### src/verilog/core_cfg.svh
`ifndef CORE_CFG_SVH
`define CORE_CFG_SVH

// integer register and datapath width
`define CORE_XLEN 64

// architectural integer registers, x0 included
`define CORE_REG_COUNT 32

// first fetch address out of reset
`define CORE_RESET_PC 64'h0000_0000_0000_0000

// addi x0, x0, 0
`define CORE_NOP 32'h0000_0013

`endif

### src/verilog/isaPkg.sv
`include "core_cfg.svh"

package isaPkg;

    typedef logic [`CORE_XLEN-1:0] word;
    typedef logic [31:0] instWord;
    typedef logic [$clog2(`CORE_REG_COUNT)-1:0] regIdx;

    // only the major opcodes this core executes
    typedef enum logic [6:0] {
        opReg    = 7'b0110011,
        opImm    = 7'b0010011,
        opLui    = 7'b0110111,
        opLoad   = 7'b0000011,
        opStore  = 7'b0100011,
        opBranch = 7'b1100011,
        opJal    = 7'b1101111
    } opcode;

    // funct3 of register and immediate arithmetic
    typedef enum logic [2:0] {
        f3AddSub = 3'b000,
        f3Sll    = 3'b001,
        f3Slt    = 3'b010,
        f3Xor    = 3'b100,
        f3Shr    = 3'b101,
        f3Or     = 3'b110,
        f3And    = 3'b111
    } aluFunct3;

    // funct3 of conditional branches
    typedef enum logic [2:0] {
        f3Beq = 3'b000,
        f3Bne = 3'b001,
        f3Blt = 3'b100,
        f3Bge = 3'b101
    } brFunct3;

    typedef enum logic [3:0] {
        aluAdd,
        aluSub,
        aluAnd,
        aluOr,
        aluXor,
        aluSlt,
        aluSll,
        aluSrl,
        aluSra,
        aluPassB
    } aluOp;

    typedef enum logic [1:0] {
        brEq,
        brNe,
        brLt,
        brGe
    } branchOp;

endpackage

### src/verilog/pipePkg.sv
package pipePkg;

    // decoded control, carried down the pipe with each instruction
    typedef struct packed {
        logic            regWe;
        logic            memWe;
        logic            memRe;
        logic            isBranch;
        logic            isJal;
        logic            useImm;
        isaPkg::branchOp brOp;
        isaPkg::aluOp    alu;
    } ctrlBundle;

    // operand source in execute
    typedef enum logic [1:0] {
        fwdNone,
        fwdMem,
        fwdWb
    } fwdSel;

    typedef struct packed {
        logic          valid;
        isaPkg::word   pc;
        ctrlBundle     ctrl;
        isaPkg::regIdx rs1;
        isaPkg::regIdx rs2;
        isaPkg::regIdx rd;
        isaPkg::word   rs1Data;
        isaPkg::word   rs2Data;
        isaPkg::word   imm;
    } idExReg;

    typedef struct packed {
        logic          valid;
        isaPkg::word   pc;
        ctrlBundle     ctrl;
        isaPkg::regIdx rd;
        isaPkg::word   aluRes;
        isaPkg::word   storeData;
    } exMemReg;

    typedef struct packed {
        logic          valid;
        isaPkg::word   pc;
        logic          regWe;
        isaPkg::regIdx rd;
        isaPkg::word   wbData;
    } memWbReg;

    // one retired instruction
    typedef struct packed {
        isaPkg::word   pc;
        logic          regWe;
        isaPkg::regIdx rd;
        isaPkg::word   rdData;
    } commitInfo;

endpackage
### src/verilog/InstDecoder.sv
module InstDecoder (
    input  isaPkg::instWord    inst,
    output pipePkg::ctrlBundle ctrl,
    output isaPkg::word        imm
);
    isaPkg::regIdx rd;
    logic [2:0]    funct3;
    logic [6:0]    funct7;
    logic          regLegal;
    logic          writesRd;

    assign rd     = inst[11:7];
    assign funct3 = inst[14:12];
    assign funct7 = inst[31:25];

    // sub and sra are the only funct7 variants handled
    assign regLegal = (funct7 == 7'b0000000) ||
                      (funct7 == 7'b0100000 &&
                       (funct3 == isaPkg::f3AddSub || funct3 == isaPkg::f3Shr));

    always_comb begin
        ctrl.memWe    = 1'b0;
        ctrl.memRe    = 1'b0;
        ctrl.isBranch = 1'b0;
        ctrl.isJal    = 1'b0;
        ctrl.useImm   = 1'b0;
        ctrl.brOp     = isaPkg::brEq;
        ctrl.alu      = isaPkg::aluAdd;
        writesRd      = 1'b0;
        imm           = '0;
        case (inst[6:0])
            isaPkg::opReg: begin
                writesRd = regLegal && funct3 != 3'b011;
                case (funct3)
                    isaPkg::f3AddSub: ctrl.alu = funct7[5] ? isaPkg::aluSub : isaPkg::aluAdd;
                    isaPkg::f3Sll:    ctrl.alu = isaPkg::aluSll;
                    isaPkg::f3Slt:    ctrl.alu = isaPkg::aluSlt;
                    isaPkg::f3Xor:    ctrl.alu = isaPkg::aluXor;
                    isaPkg::f3Shr:    ctrl.alu = funct7[5] ? isaPkg::aluSra : isaPkg::aluSrl;
                    isaPkg::f3Or:     ctrl.alu = isaPkg::aluOr;
                    isaPkg::f3And:    ctrl.alu = isaPkg::aluAnd;
                    default:          ctrl.alu = isaPkg::aluAdd;
                endcase
            end
            isaPkg::opImm: begin
                ctrl.useImm = 1'b1;
                imm         = isaPkg::word'($signed(inst[31:20]));
                // immediate shifts and sltiu fall through as no-ops
                writesRd    = 1'b1;
                case (funct3)
                    isaPkg::f3AddSub: ctrl.alu = isaPkg::aluAdd;
                    isaPkg::f3Slt:    ctrl.alu = isaPkg::aluSlt;
                    isaPkg::f3Xor:    ctrl.alu = isaPkg::aluXor;
                    isaPkg::f3Or:     ctrl.alu = isaPkg::aluOr;
                    isaPkg::f3And:    ctrl.alu = isaPkg::aluAnd;
                    default:          writesRd = 1'b0;
                endcase
            end
            isaPkg::opLui: begin
                ctrl.useImm = 1'b1;
                ctrl.alu    = isaPkg::aluPassB;
                imm         = isaPkg::word'($signed({inst[31:12], 12'b0}));
                writesRd    = 1'b1;
            end
            isaPkg::opLoad: begin
                ctrl.memRe  = 1'b1;
                ctrl.useImm = 1'b1;
                imm         = isaPkg::word'($signed(inst[31:20]));
                writesRd    = 1'b1;
            end
            isaPkg::opStore: begin
                ctrl.memWe  = 1'b1;
                ctrl.useImm = 1'b1;
                imm         = isaPkg::word'($signed({inst[31:25], inst[11:7]}));
            end
            isaPkg::opBranch: begin
                imm = isaPkg::word'($signed({inst[31], inst[7], inst[30:25], inst[11:8], 1'b0}));
                ctrl.isBranch = 1'b1;
                case (funct3)
                    isaPkg::f3Beq: ctrl.brOp = isaPkg::brEq;
                    isaPkg::f3Bne: ctrl.brOp = isaPkg::brNe;
                    isaPkg::f3Blt: ctrl.brOp = isaPkg::brLt;
                    isaPkg::f3Bge: ctrl.brOp = isaPkg::brGe;
                    default:       ctrl.isBranch = 1'b0;
                endcase
            end
            isaPkg::opJal: begin
                ctrl.isJal = 1'b1;
                imm = isaPkg::word'($signed({inst[31], inst[19:12], inst[20], inst[30:21], 1'b0}));
                writesRd   = 1'b1;
            end
            default: begin
                writesRd = 1'b0;
            end
        endcase
        // x0 destinations never write
        ctrl.regWe = writesRd && rd != '0;
    end

endmodule

### config.mk
export PLATFORM = sky130hd
export DESIGN_NAME = InstDecoder
export DESIGN_NICKNAME = d
export VERILOG_FILES = /design/src/verilog/isaPkg.sv /design/src/verilog/pipePkg.sv /design/src/verilog/InstDecoder.sv
export VERILOG_INCLUDE_DIRS = /design/src /design/src/verilog
export SDC_FILE = /design/constraint.sdc
export NUM_CORES = 1
export LEC_CHECK = 0
export BUFFER_PORTS_ARGS = -buffer_cell sky130_fd_sc_hd__buf_2
export CAP_MARGIN = 5
export CORE_MARGIN = 5
export CORE_UTILIZATION = 38
export DETAILED_ROUTE_END_ITERATION = 10
export GPL_TIMING_DRIVEN = 0
export PLACE_DENSITY = 0.91
export SYNTH_ARGS = -nofsm -noshare
export SYNTH_HDL_FRONTEND = slang
export SYNTH_SLANG_ARGS = --single-unit
export TNS_END_PERCENT = 5
### constraint.sdc
create_clock -name vclk -period 6.8
set_input_delay 1.36 -clock vclk [all_inputs]
set_output_delay 1.36 -clock vclk [all_outputs]
set_load 0.01 [all_outputs]
==> impl_metrics.py <==
metrics = {
    "sta": {
        "period_minus_slack_ns": 4.78,
        "fmax_ghz": 0.209,
        "tns_ns": 0,
        "grt_setup_unrepaired": "false",
        "fin_crit_sh_pct": 70.2,
        "hold_violations": 0,
        "worstMarginPinSlew_ns": 1.03,
        "maxSlewViolCount": 0,
        "setup_violations": 0,
        "slew_headroom_pct": 31.2,
    },
    "floorplan": {
        "pin_count": 108,
        "dieWidth_um": 59.0,
        "die_y_um": 59.0,
        "die_area_um2": 3480,
        "coreArea_um2": 2250,
        "initial_utilization_pct": 40.5,
        "rows": 17,
    },
    "critical_path": {
        "cp.required_ns": 5.44,
        "critPathLaunchType": "input pin",
        "crit_type": "input pin to output port",
        "cp.arrival_ns": 3.42,
        "end_kind": "output port",
        "crit_path_max_fanout": 33,
    },
    "cells_and_area": {
        "final_nets": 269,
        "diodes": 0,
        "design.seq.count": 0,
        "syn2layout_area_growth_pct": 61.5,
        "seqCellArea_um2": 0,
        "multi_input_area_um2": 618,
        "num-fill-cells": 228,
        "fin_util_pct": 65.3,
        "nClkBuffers": 0,
        "drive_gt1_share_pct": 63.0,
    },
    "synth": {
        "syn_inst": 130,
        "synth_warnings": 0,
        "synth_area_um2": 912,
        "synth_area_per_cell_um2": 7.02,
        "syn-num-nets": 162,
        "yosysSeqAreaShare_pct": 0,
        "ys_types": 39,
    },
    "grt": {
        "grt.overflow.total": 0,
        "grt_max_degree": 34,
        "grt_first_pass_wirelength_um": 5330,
        "antenna_found_initial": 0,
        "grt_pass1_vias": 1207,
        "track_usage_pct": 18.5,
    },
    "outcome": {
        "outcome": "completed",
    },
    "drt": {
        "drt_iter0_drc": 37,
        "ant_nets": 0,
        "vias": 1301,
        "totalWireLength_um": 3440,
        "dr.pass1.iters": 4,
        "wire_per_inst_um": 13.1,
        "drc_errors": 0,
        "routed_via_density": 4.95,
    },
    "placement": {
        "post-dp-hpwl_um": 2910,
        "gp_congestion": 0.843,
        "port-buffer-count": 105,
    },
    "min_path": {
        "hp-class": "input pin to output port",
    },
    "clock_tree": {
        "ctsHoldBuffers": 0,
        "cts_resized": 0,
        "post_cts_buffers": 0,
    },
    "pwr": {
        "ir_drop_mv": 0.0236,
        "p_leak_uw": 0.00111,
        "p_per_area_nw_per_um2": 31.8,
    },
    "job": {
        "cap_violations": 0,
    },
}
[cells in the mapped netlist, types with 2 or more instances]
library cell / instances / share of area [%]
o21ai_0: 4 / 2.2
a21oi_1: 5 / 2.7
a31oi_1: 2 / 1.4
clkbuf_1: 4 / 1.6
nor3_1: 3 / 1.6
a21o_1: 19 / 16
nand2_1: 4 / 1.6
nor2_1: 9 / 3.7
buf_4: 33 / 27
a22o_1: 5 / 4.8
a32oi_1: 2 / 1.9
nand3_1: 2 / 1.1
or3_1: 2 / 1.4
o211ai_1: 2 / 1.6
nor2b_1: 7 / 4.8
inv_1: 4 / 1.6
[metal layers]
metal | share of wire [%] | track usage [%] | vias up
li1 | - | - | 653
met1 | 37 | 23.7 | 579
met2 | 53 | 34.2 | 67
met3 | 9.6 | 2.18 | 2
met4 | 0.67 | 0.971 | 0
met5 | 0 | 0 | -
[through the flow]
step / setup WS [ns] / instance area (µm²) / std cells / total power (µW) / hold slack (ns)
final: 2.02 / 1470 / 263 / 46.8 / 3.00
after global routing: 1.75 / 1470 / 263 / 51.8 / 3.02
after CTS: 1.98 / 1470 / 263 / 47.0 / 3.00
after detailed placement: 2.00 / 1470 / 263 / 46.9 / 3.00
after global placement: 2.06 / 1470 / 263 / 45.7 / 3.00
after floorplan: 2.38 / 912 / 130 / 24.8 / 2.85
[worst paths after layout]
path,startpoint,cells after the start,slack [ns],endpoint
min,inst[15],3,3.00,imm[15]
max,inst[5],6,2.02,imm[50]
[cell families (layout without fill, tap and decap cells)]
kind of cell    after synthesis  in the layout  share of synthesized area (%)
compound gates               47             47                           38.4
xor+xnor                      1              1                          0.960
buf+inv                      43            148                           32.2
simple gates                 39             39                           28.4
[cell type report]
type	instances	area share, %
Multi-Input combinational cell	87	42.0
Timing Repair Buffer	105	35.7
Buffer	39	18.9
Tap cell	28	2.38
Inverter	4	1.02
[power by group]
| group | internal, µW | leakage (µW) | switching (µW) |
|---|---|---|---|
| logic | 21.9 | 0.00111 | 24.8 |
| clock network | 0 | 0 | 0 |
| registers | 0 | 0 | 0 |
[placed cells by master (no fill, tap or decap), drive strengths merged, types with 3 or more instances in the layout]
| master | netlist | layout |
|---|---|---|
| buf | 35 | 140 |
| a21o | 19 | 19 |
| nor2 | 10 | 10 |
| nor2b | 7 | 7 |
| a21oi | 6 | 6 |
| a22o | 5 | 5 |
| clkbuf | 4 | 4 |
| inv | 4 | 4 |
| o21ai | 4 | 4 |
| nand2 | 4 | 4 |
| nor3 | 3 | 3 |
[worst max-delay path, stage by stage]
cell	delay, ns
buf_2	0.14
nand3_1	0.15
nor4_4	0.47
o31a_1	0.92
buf_4	0.23
buf_2	0.14
No activity file was read; power rests on OpenSTA's default activity.
