<file path="config.mk">
export PLATFORM = sky130hd
export DESIGN_NAME = HazardUnit
export DESIGN_NICKNAME = d
export VERILOG_FILES = /design/src/verilog/isaPkg.sv /design/src/verilog/pipePkg.sv /design/src/verilog/HazardUnit.sv
export VERILOG_INCLUDE_DIRS = /design/src /design/src/verilog
export SDC_FILE = /design/constraint.sdc
export NUM_CORES = 1
export LEC_CHECK = 0
export ABC_AREA = 0
export BUFFER_PORTS_ARGS = -buffer_cell sky130_fd_sc_hd__buf_2
export CORE_AREA = 2 2 252 254
export DETAILED_ROUTE_END_ITERATION = 6
export DIE_AREA = 0 0 254 256
export PLACE_DENSITY = 0.3
export SLEW_MARGIN = 25
export SYNTH_ARGS = -nofsm -noshare
export SYNTH_HDL_FRONTEND = slang
export SYNTH_SLANG_ARGS = --single-unit
</file>
<file path="constraint.sdc">
create_clock -name vclk -period 1.8
set_input_delay 0.27 -clock vclk [all_inputs]
set_output_delay 0.27 -clock vclk [all_outputs]
set_load 0.005 [all_outputs]
</file>
<file path="src/verilog/core_cfg.svh">
`ifndef CORE_CFG_SVH
`define CORE_CFG_SVH

// integer register and datapath width
`define CORE_XLEN 64

// architectural integer registers, x0 included
`define CORE_REG_COUNT 32

// first fetch address out of reset
`define CORE_RESET_PC 64'h0000_0000_0000_0000

// addi x0, x0, 0
`define CORE_NOP 32'h0000_0013

`endif

</file>
<file path="src/verilog/isaPkg.sv">
`include "core_cfg.svh"

package isaPkg;

    typedef logic [`CORE_XLEN-1:0] word;
    typedef logic [31:0] instWord;
    typedef logic [$clog2(`CORE_REG_COUNT)-1:0] regIdx;

    // only the major opcodes this core executes
    typedef enum logic [6:0] {
        opReg    = 7'b0110011,
        opImm    = 7'b0010011,
        opLui    = 7'b0110111,
        opLoad   = 7'b0000011,
        opStore  = 7'b0100011,
        opBranch = 7'b1100011,
        opJal    = 7'b1101111
    } opcode;

    // funct3 of register and immediate arithmetic
    typedef enum logic [2:0] {
        f3AddSub = 3'b000,
        f3Sll    = 3'b001,
        f3Slt    = 3'b010,
        f3Xor    = 3'b100,
        f3Shr    = 3'b101,
        f3Or     = 3'b110,
        f3And    = 3'b111
    } aluFunct3;

    // funct3 of conditional branches
    typedef enum logic [2:0] {
        f3Beq = 3'b000,
        f3Bne = 3'b001,
        f3Blt = 3'b100,
        f3Bge = 3'b101
    } brFunct3;

    typedef enum logic [3:0] {
        aluAdd,
        aluSub,
        aluAnd,
        aluOr,
        aluXor,
        aluSlt,
        aluSll,
        aluSrl,
        aluSra,
        aluPassB
    } aluOp;

    typedef enum logic [1:0] {
        brEq,
        brNe,
        brLt,
        brGe
    } branchOp;

endpackage

</file>
<file path="src/verilog/pipePkg.sv">
package pipePkg;

    // decoded control, carried down the pipe with each instruction
    typedef struct packed {
        logic            regWe;
        logic            memWe;
        logic            memRe;
        logic            isBranch;
        logic            isJal;
        logic            useImm;
        isaPkg::branchOp brOp;
        isaPkg::aluOp    alu;
    } ctrlBundle;

    // operand source in execute
    typedef enum logic [1:0] {
        fwdNone,
        fwdMem,
        fwdWb
    } fwdSel;

    typedef struct packed {
        logic          valid;
        isaPkg::word   pc;
        ctrlBundle     ctrl;
        isaPkg::regIdx rs1;
        isaPkg::regIdx rs2;
        isaPkg::regIdx rd;
        isaPkg::word   rs1Data;
        isaPkg::word   rs2Data;
        isaPkg::word   imm;
    } idExReg;

    typedef struct packed {
        logic          valid;
        isaPkg::word   pc;
        ctrlBundle     ctrl;
        isaPkg::regIdx rd;
        isaPkg::word   aluRes;
        isaPkg::word   storeData;
    } exMemReg;

    typedef struct packed {
        logic          valid;
        isaPkg::word   pc;
        logic          regWe;
        isaPkg::regIdx rd;
        isaPkg::word   wbData;
    } memWbReg;

    // one retired instruction
    typedef struct packed {
        isaPkg::word   pc;
        logic          regWe;
        isaPkg::regIdx rd;
        isaPkg::word   rdData;
    } commitInfo;

endpackage
</file>
<file path="src/verilog/HazardUnit.sv">
module HazardUnit (
    input  pipePkg::idExReg  idEx,
    input  pipePkg::exMemReg exMem,
    input  pipePkg::memWbReg memWb,
    input  isaPkg::regIdx    decRs1,
    input  isaPkg::regIdx    decRs2,
    input  logic             redirect,
    output pipePkg::fwdSel   fwdA,
    output pipePkg::fwdSel   fwdB,
    output logic             stall,
    output logic             flush
);
    logic loadUse;

    // younger producer wins
    function automatic pipePkg::fwdSel pickFwd(isaPkg::regIdx src, pipePkg::exMemReg mem,
                                               pipePkg::memWbReg wb);
        pipePkg::fwdSel sel;
        sel = pipePkg::fwdNone;
        if (src != '0) begin
            if (mem.valid && mem.ctrl.regWe && mem.rd == src) begin
                sel = pipePkg::fwdMem;
            end else if (wb.valid && wb.regWe && wb.rd == src) begin
                sel = pipePkg::fwdWb;
            end
        end
        return sel;
    endfunction

    assign fwdA = pickFwd(idEx.rs1, exMem, memWb);
    assign fwdB = pickFwd(idEx.rs2, exMem, memWb);

    // load data is only ready from writeback
    assign loadUse = idEx.valid && idEx.ctrl.memRe && idEx.ctrl.regWe &&
                     (idEx.rd == decRs1 || idEx.rd == decRs2);

    assign flush = redirect;
    assign stall = loadUse && !redirect;

endmodule

</file>
==> metrics.txt, run 1 <==
status finished, final reports clean; Leak 0.350 nW; Fmax 593 MHz; ranking of synthesized cells by area xnor2_1 32%, xor2_1 22%, nor4_1 5.8%; Initial Util 0.692%; Rel. slew slack 81.5%; share of layout cells above drive strength 1 50.5%; Antenna Nets Post-Route 0; sw power 0.0704 mW; Synth Net Count 698; Antenna diodes 0; core footprint 62,400 um2; MaxCap Viol Count 0; CLK BUF 0; register area share after synthesis 0%; GR Util met3 0.661%; initial antenna violation count 5; Min Hold Slack 0.718 ns; top-area cell type share of the netlist area 32.5%; Switching Fraction 47.0%; seq_cells 0; nets@finish 749; worst endpoint data arrival time 1.42 ns; largest net degree at the start of global routing 5; GR Util met1 0.737%; Die Y-Extent 256 um; combinational share of power 100.0%; Int Power 0.0794 mW; total grt overflow 0; via count 620; IO Count 646; RSZ-0062 raised after global routing false; Setup CP Type primary input to output pin; Critical Path RT 1.53 ns; Via density 0.651; post-synthesis to final-layout area growth 303%; Clock Power Share 0%; Slew Limit Fails 0; drc violations 0; busiest layer in global routing met2; die area 65,000 um2; GP Congestion 0.587; Synth top cells by count 16 x xnor2_1, 11 x xor2_1, 5 x nand2_1; dpl ws 0.0226 ns; Fin. Hold Viols 0; register area 0 um2; final WL 2770 um; Hold Crit Class primary input to output pin; Final Cycle Share 93.7%; dominant cell type by area after synthesis xnor2_1; Final WS setup 0.114 ns; syn avg cell area 7.44 um2; Setup Buffers After CTS 0; 1st-pass router iterations 4; Slew @ Worst Pin 0.274 ns; row cnt 92; share of power burned in registers 0%; setup TNS 0 ns; Worst VDD drop 42.3 uV; min Tclk post-route 1.69 ns; global-route wire length before repair 3630 um; top-count cell post-synth xnor2_1; Die W 254 um; CP startpoint kind primary input; All-Layer GR Usage 0.764%; synthesized area 432 um2; yosys warns 0; IO buf count 49; pwr/cell area 86.0 nW/um2; crit-path max FO 4; initial detailed-routing violation count 15; met2 GRT Util 1.31%; setup violators final 0; HPWL after DPL 2690 um; fillcell total 7,537; CTS Hold Buffers Added 0; Synth Instances 58; nature of the critical path endpoint output pin; wire per inst 2.91 um; number of distinct library cells after synthesis 19; vias in the first global route 586
## per-stage QoR
step	std cells	utilization [%]	area [um2]	total power [mW]
finish	953	2.79	1740	0.150
global route	953	2.79	1740	0.166
CTS	953	2.78	1740	0.152
detailed placement	953	2.78	1740	0.152
global placement	953	2.78	1740	0.151
floorplan	58	-	432	0.0681
## worst max-delay path: stages
cell    delay, ns
buf_2        0.12
or4_1        0.51
nor2_1       0.20
nor4_2       0.08
o31a_1       0.10
buf_2        0.12
## cell type report
cell class	count	area (um2)	share of cell area [%]
repair buffers	50	253	14.5
well taps	846	1060	60.8
inverters	2	7.51	0.431
multi-input cells	55	423	24.3
## layer usage
metal / vias up / wire length, um
met5: - / 23
met4: 4 / 44
met3: 10 / 625
met2: 50 / 1100
met1: 252 / 976
li1: 304 / -
## power groups by stage
stage	Sequential (mW)	Clock, mW	Combinational [mW]
CTS	0	0	0.152
global placement	0	0	0.151
floorplan	0	0	0.0681
detailed placement	0	0	0.152
global route	0	0	0.166
finish	0	0	0.150
## worst paths after layout
path / from / endpoint / cells past startpoint
max: idEx[203] / fwdA[1] / 6
min: redirect / flush / 2
## cell families (layout without fill, tap and decap cells)
family | after synthesis | after routing | synth area share [%]
buf+inv | 3 | 52 | 3.48
simple gates | 23 | 23 | 30.1
compound gates | 5 | 5 | 11.6
xor+xnor | 27 | 27 | 54.8
## cells in the final DEF, fill, tap and decap left out, drive strengths merged
cell type,Yosys,routed
a21bo,1,1
a221o,1,1
nand4b,1,1
xor2,11,11
buf,1,50
or4,2,2
nand2,5,5
nand4,2,2
nand3,3,3
o211ai,1,1
xnor2,16,16
nor4,4,4
o221ai,1,1
nor2,3,3
o31a,1,1
nor3,3,3
inv,2,2
## what timing repair did
item                                    CTS  global route
gates resized for setup                   0             1
hold endpoints to repair                  0             0
endpoints found under the setup margin    0             1
No activity file was read; power rests on OpenSTA's default activity.
==> inputs of run 2 (changes only) <==
--- a/config.mk
+++ b/config.mk
@@ -11,7 +11,7 @@
 export CORE_AREA = 2 2 252 254
 export DETAILED_ROUTE_END_ITERATION = 6
 export DIE_AREA = 0 0 254 256
-export PLACE_DENSITY = 0.3
+export GPL_TIMING_DRIVEN = 0
 export SLEW_MARGIN = 25
 export SYNTH_ARGS = -nofsm -noshare
 export SYNTH_HDL_FRONTEND = slang
==> constraint.sdc (replaced) <==
create_clock -name vclk -period 1.9
set_input_delay 0.285 -clock vclk [all_inputs]
set_output_delay 0.285 -clock vclk [all_outputs]
set_load 0.005 [all_outputs]
==> run 2 against run 1 <==
Against the previous run:
- combinational power decreased by 6%
- die area stayed put
- first-iteration DRC count is 47% higher
- final area grew 0.50%
- wire length rose by 50%
- worst setup slack improved by 0.073 ns
- clock-buffer cell count did not move
- largest cell class unchanged
- sequential share of layout area is the same
- worst hold slack improved by 0.12 ns
==> metrics.txt, run 2 (synthesis gave the netlist of run 1 again) <==
RSZ-0062 raised after global routing false (unchanged); initial antenna violation count 15 (was 5); IO buf count 49 (unchanged); global-route wire length before repair 4930 um (was 3630 um); status finished, final reports clean (unchanged); Final Cycle Share 90.2%; via count 642 (was 620); core footprint 62,400 um2 (unchanged); setup violators final 0 (unchanged); Final WS setup 0.187 ns (was 0.114 ns); vias in the first global route 579 (was 586); setup TNS 0 ns (unchanged); All-Layer GR Usage 1.18% (was 0.764%); Worst VDD drop 40.5 uV (was 42.3 uV); Fmax 584 MHz; register area 0 um2 (unchanged); Setup CP Type primary input to output pin (unchanged); min Tclk post-route 1.71 ns; die area 65,000 um2 (unchanged); CLK BUF 0 (unchanged); wire per inst 4.32 um (was 2.91 um); Slew @ Worst Pin 0.273 ns (was 0.274 ns); fillcell total 7,552 (was 7,537); post-CTS sizing 0 (unchanged); commonest cells after routing, fill and taps aside 49 x buf_2, 16 x xnor2_1, 11 x xor2_1 (unchanged); final WL 4140 um (was 2770 um); share of layout cells above drive strength 1 49.5% (was 50.5%); Fin. Hold Viols 0 (unchanged); 1st-pass router iterations 4 (unchanged); nets@finish 749 (unchanged); Slew Limit Fails 0 (unchanged); initial detailed-routing violation count 22 (was 15); CTS Hold Buffers Added 0 (unchanged); pwr/cell area 80.3 nW/um2 (was 86.0 nW/um2); IO Count 646 (unchanged); Die Y-Extent 256 um (unchanged); MaxCap Viol Count 0 (unchanged); row cnt 92 (unchanged); Critical Path RT 1.62 ns (was 1.53 ns); dpl ws 0.181 ns (was 0.0226 ns); CP startpoint kind primary input (unchanged); Initial Util 0.692% (unchanged); GP Congestion 0.685 (was 0.587); Hold Crit Class primary input to output pin (unchanged); total grt overflow 0 (unchanged); HPWL after DPL 4020 um (was 2690 um); fin util 2.81% (was 2.79%); drc violations 0 (unchanged); largest net degree at the start of global routing 5 (unchanged); post-synthesis to final-layout area growth 306% (was 303%); Via density 0.669 (was 0.651); Leak 0.350 nW (about the same); crit-path max FO 3 (was 4); Setup Buffers After CTS 0 (unchanged); seq_cells 0 (unchanged); Rel. slew slack 81.6% (was 81.5%); Die W 254 um (unchanged); most common cell after layout, fill and taps aside buf_2 (unchanged); Antenna Nets Post-Route 0 (unchanged); worst endpoint data arrival time 1.43 ns (was 1.42 ns); nature of the critical path endpoint output pin (unchanged)
[run 2: routing by layer]
| layer | up-vias | part of all wire [%] | track usage [%] |
|---|---|---|---|
| met5 | - | 0.94 | 0 |
| met4 | 8 | 1.4 | 0 |
| met3 | 16 | 34 | 2.04 |
| met2 | 66 | 21 | 0.949 |
| met1 | 237 | 43 | 1.38 |
| li1 | 315 | - | - |
[run 2: final cells by class]
type | instances | area, um2 | share of cell area (%)
Antenna cell | 6 | 15.0 | 0.858
Buffer | 1 | 7.51 | 0.429
Inverter | 2 | 7.51 | 0.429
Multi-Input combinational cell | 55 | 417 | 23.8
Tap cell | 846 | 1060 | 60.5
Timing Repair Buffer | 49 | 245 | 14.0
[run 2: path summary, 6_finish.rpt]
kind,endpoint,start,cells after the start
setup / recovery,fwdB[1],idEx[198],6
hold / removal,flush,redirect,3
[run 2: through the flow]
stage          instances  area [um2]  power, mW  hold WS (ns)
2_1_floorplan         58         432     0.0645         0.651
3_5_place_dp         953        1740      0.142         0.838
3_3_place_gp         953        1740      0.141         0.835
6_report             959        1750      0.141         0.835
4_1_cts              953        1740      0.143         0.839
5_1_grt              957        1750      0.156         0.848
[run 2: worst max-delay path, stage by stage]
cell,delay (ns)
buf_2,0.13
or4_4,0.53
a21bo_1,0.19
o211ai_2,0.08
nor3_2,0.06
buf_2,0.16
[run 2: power breakdown]
part,total [mW],switching [mW],internal [mW]
combinational,0.141,0.0656,0.0750
clock,0.000000426,0,0.000000426
sequential,0,0,0
total,0.141,0.0656,0.0750
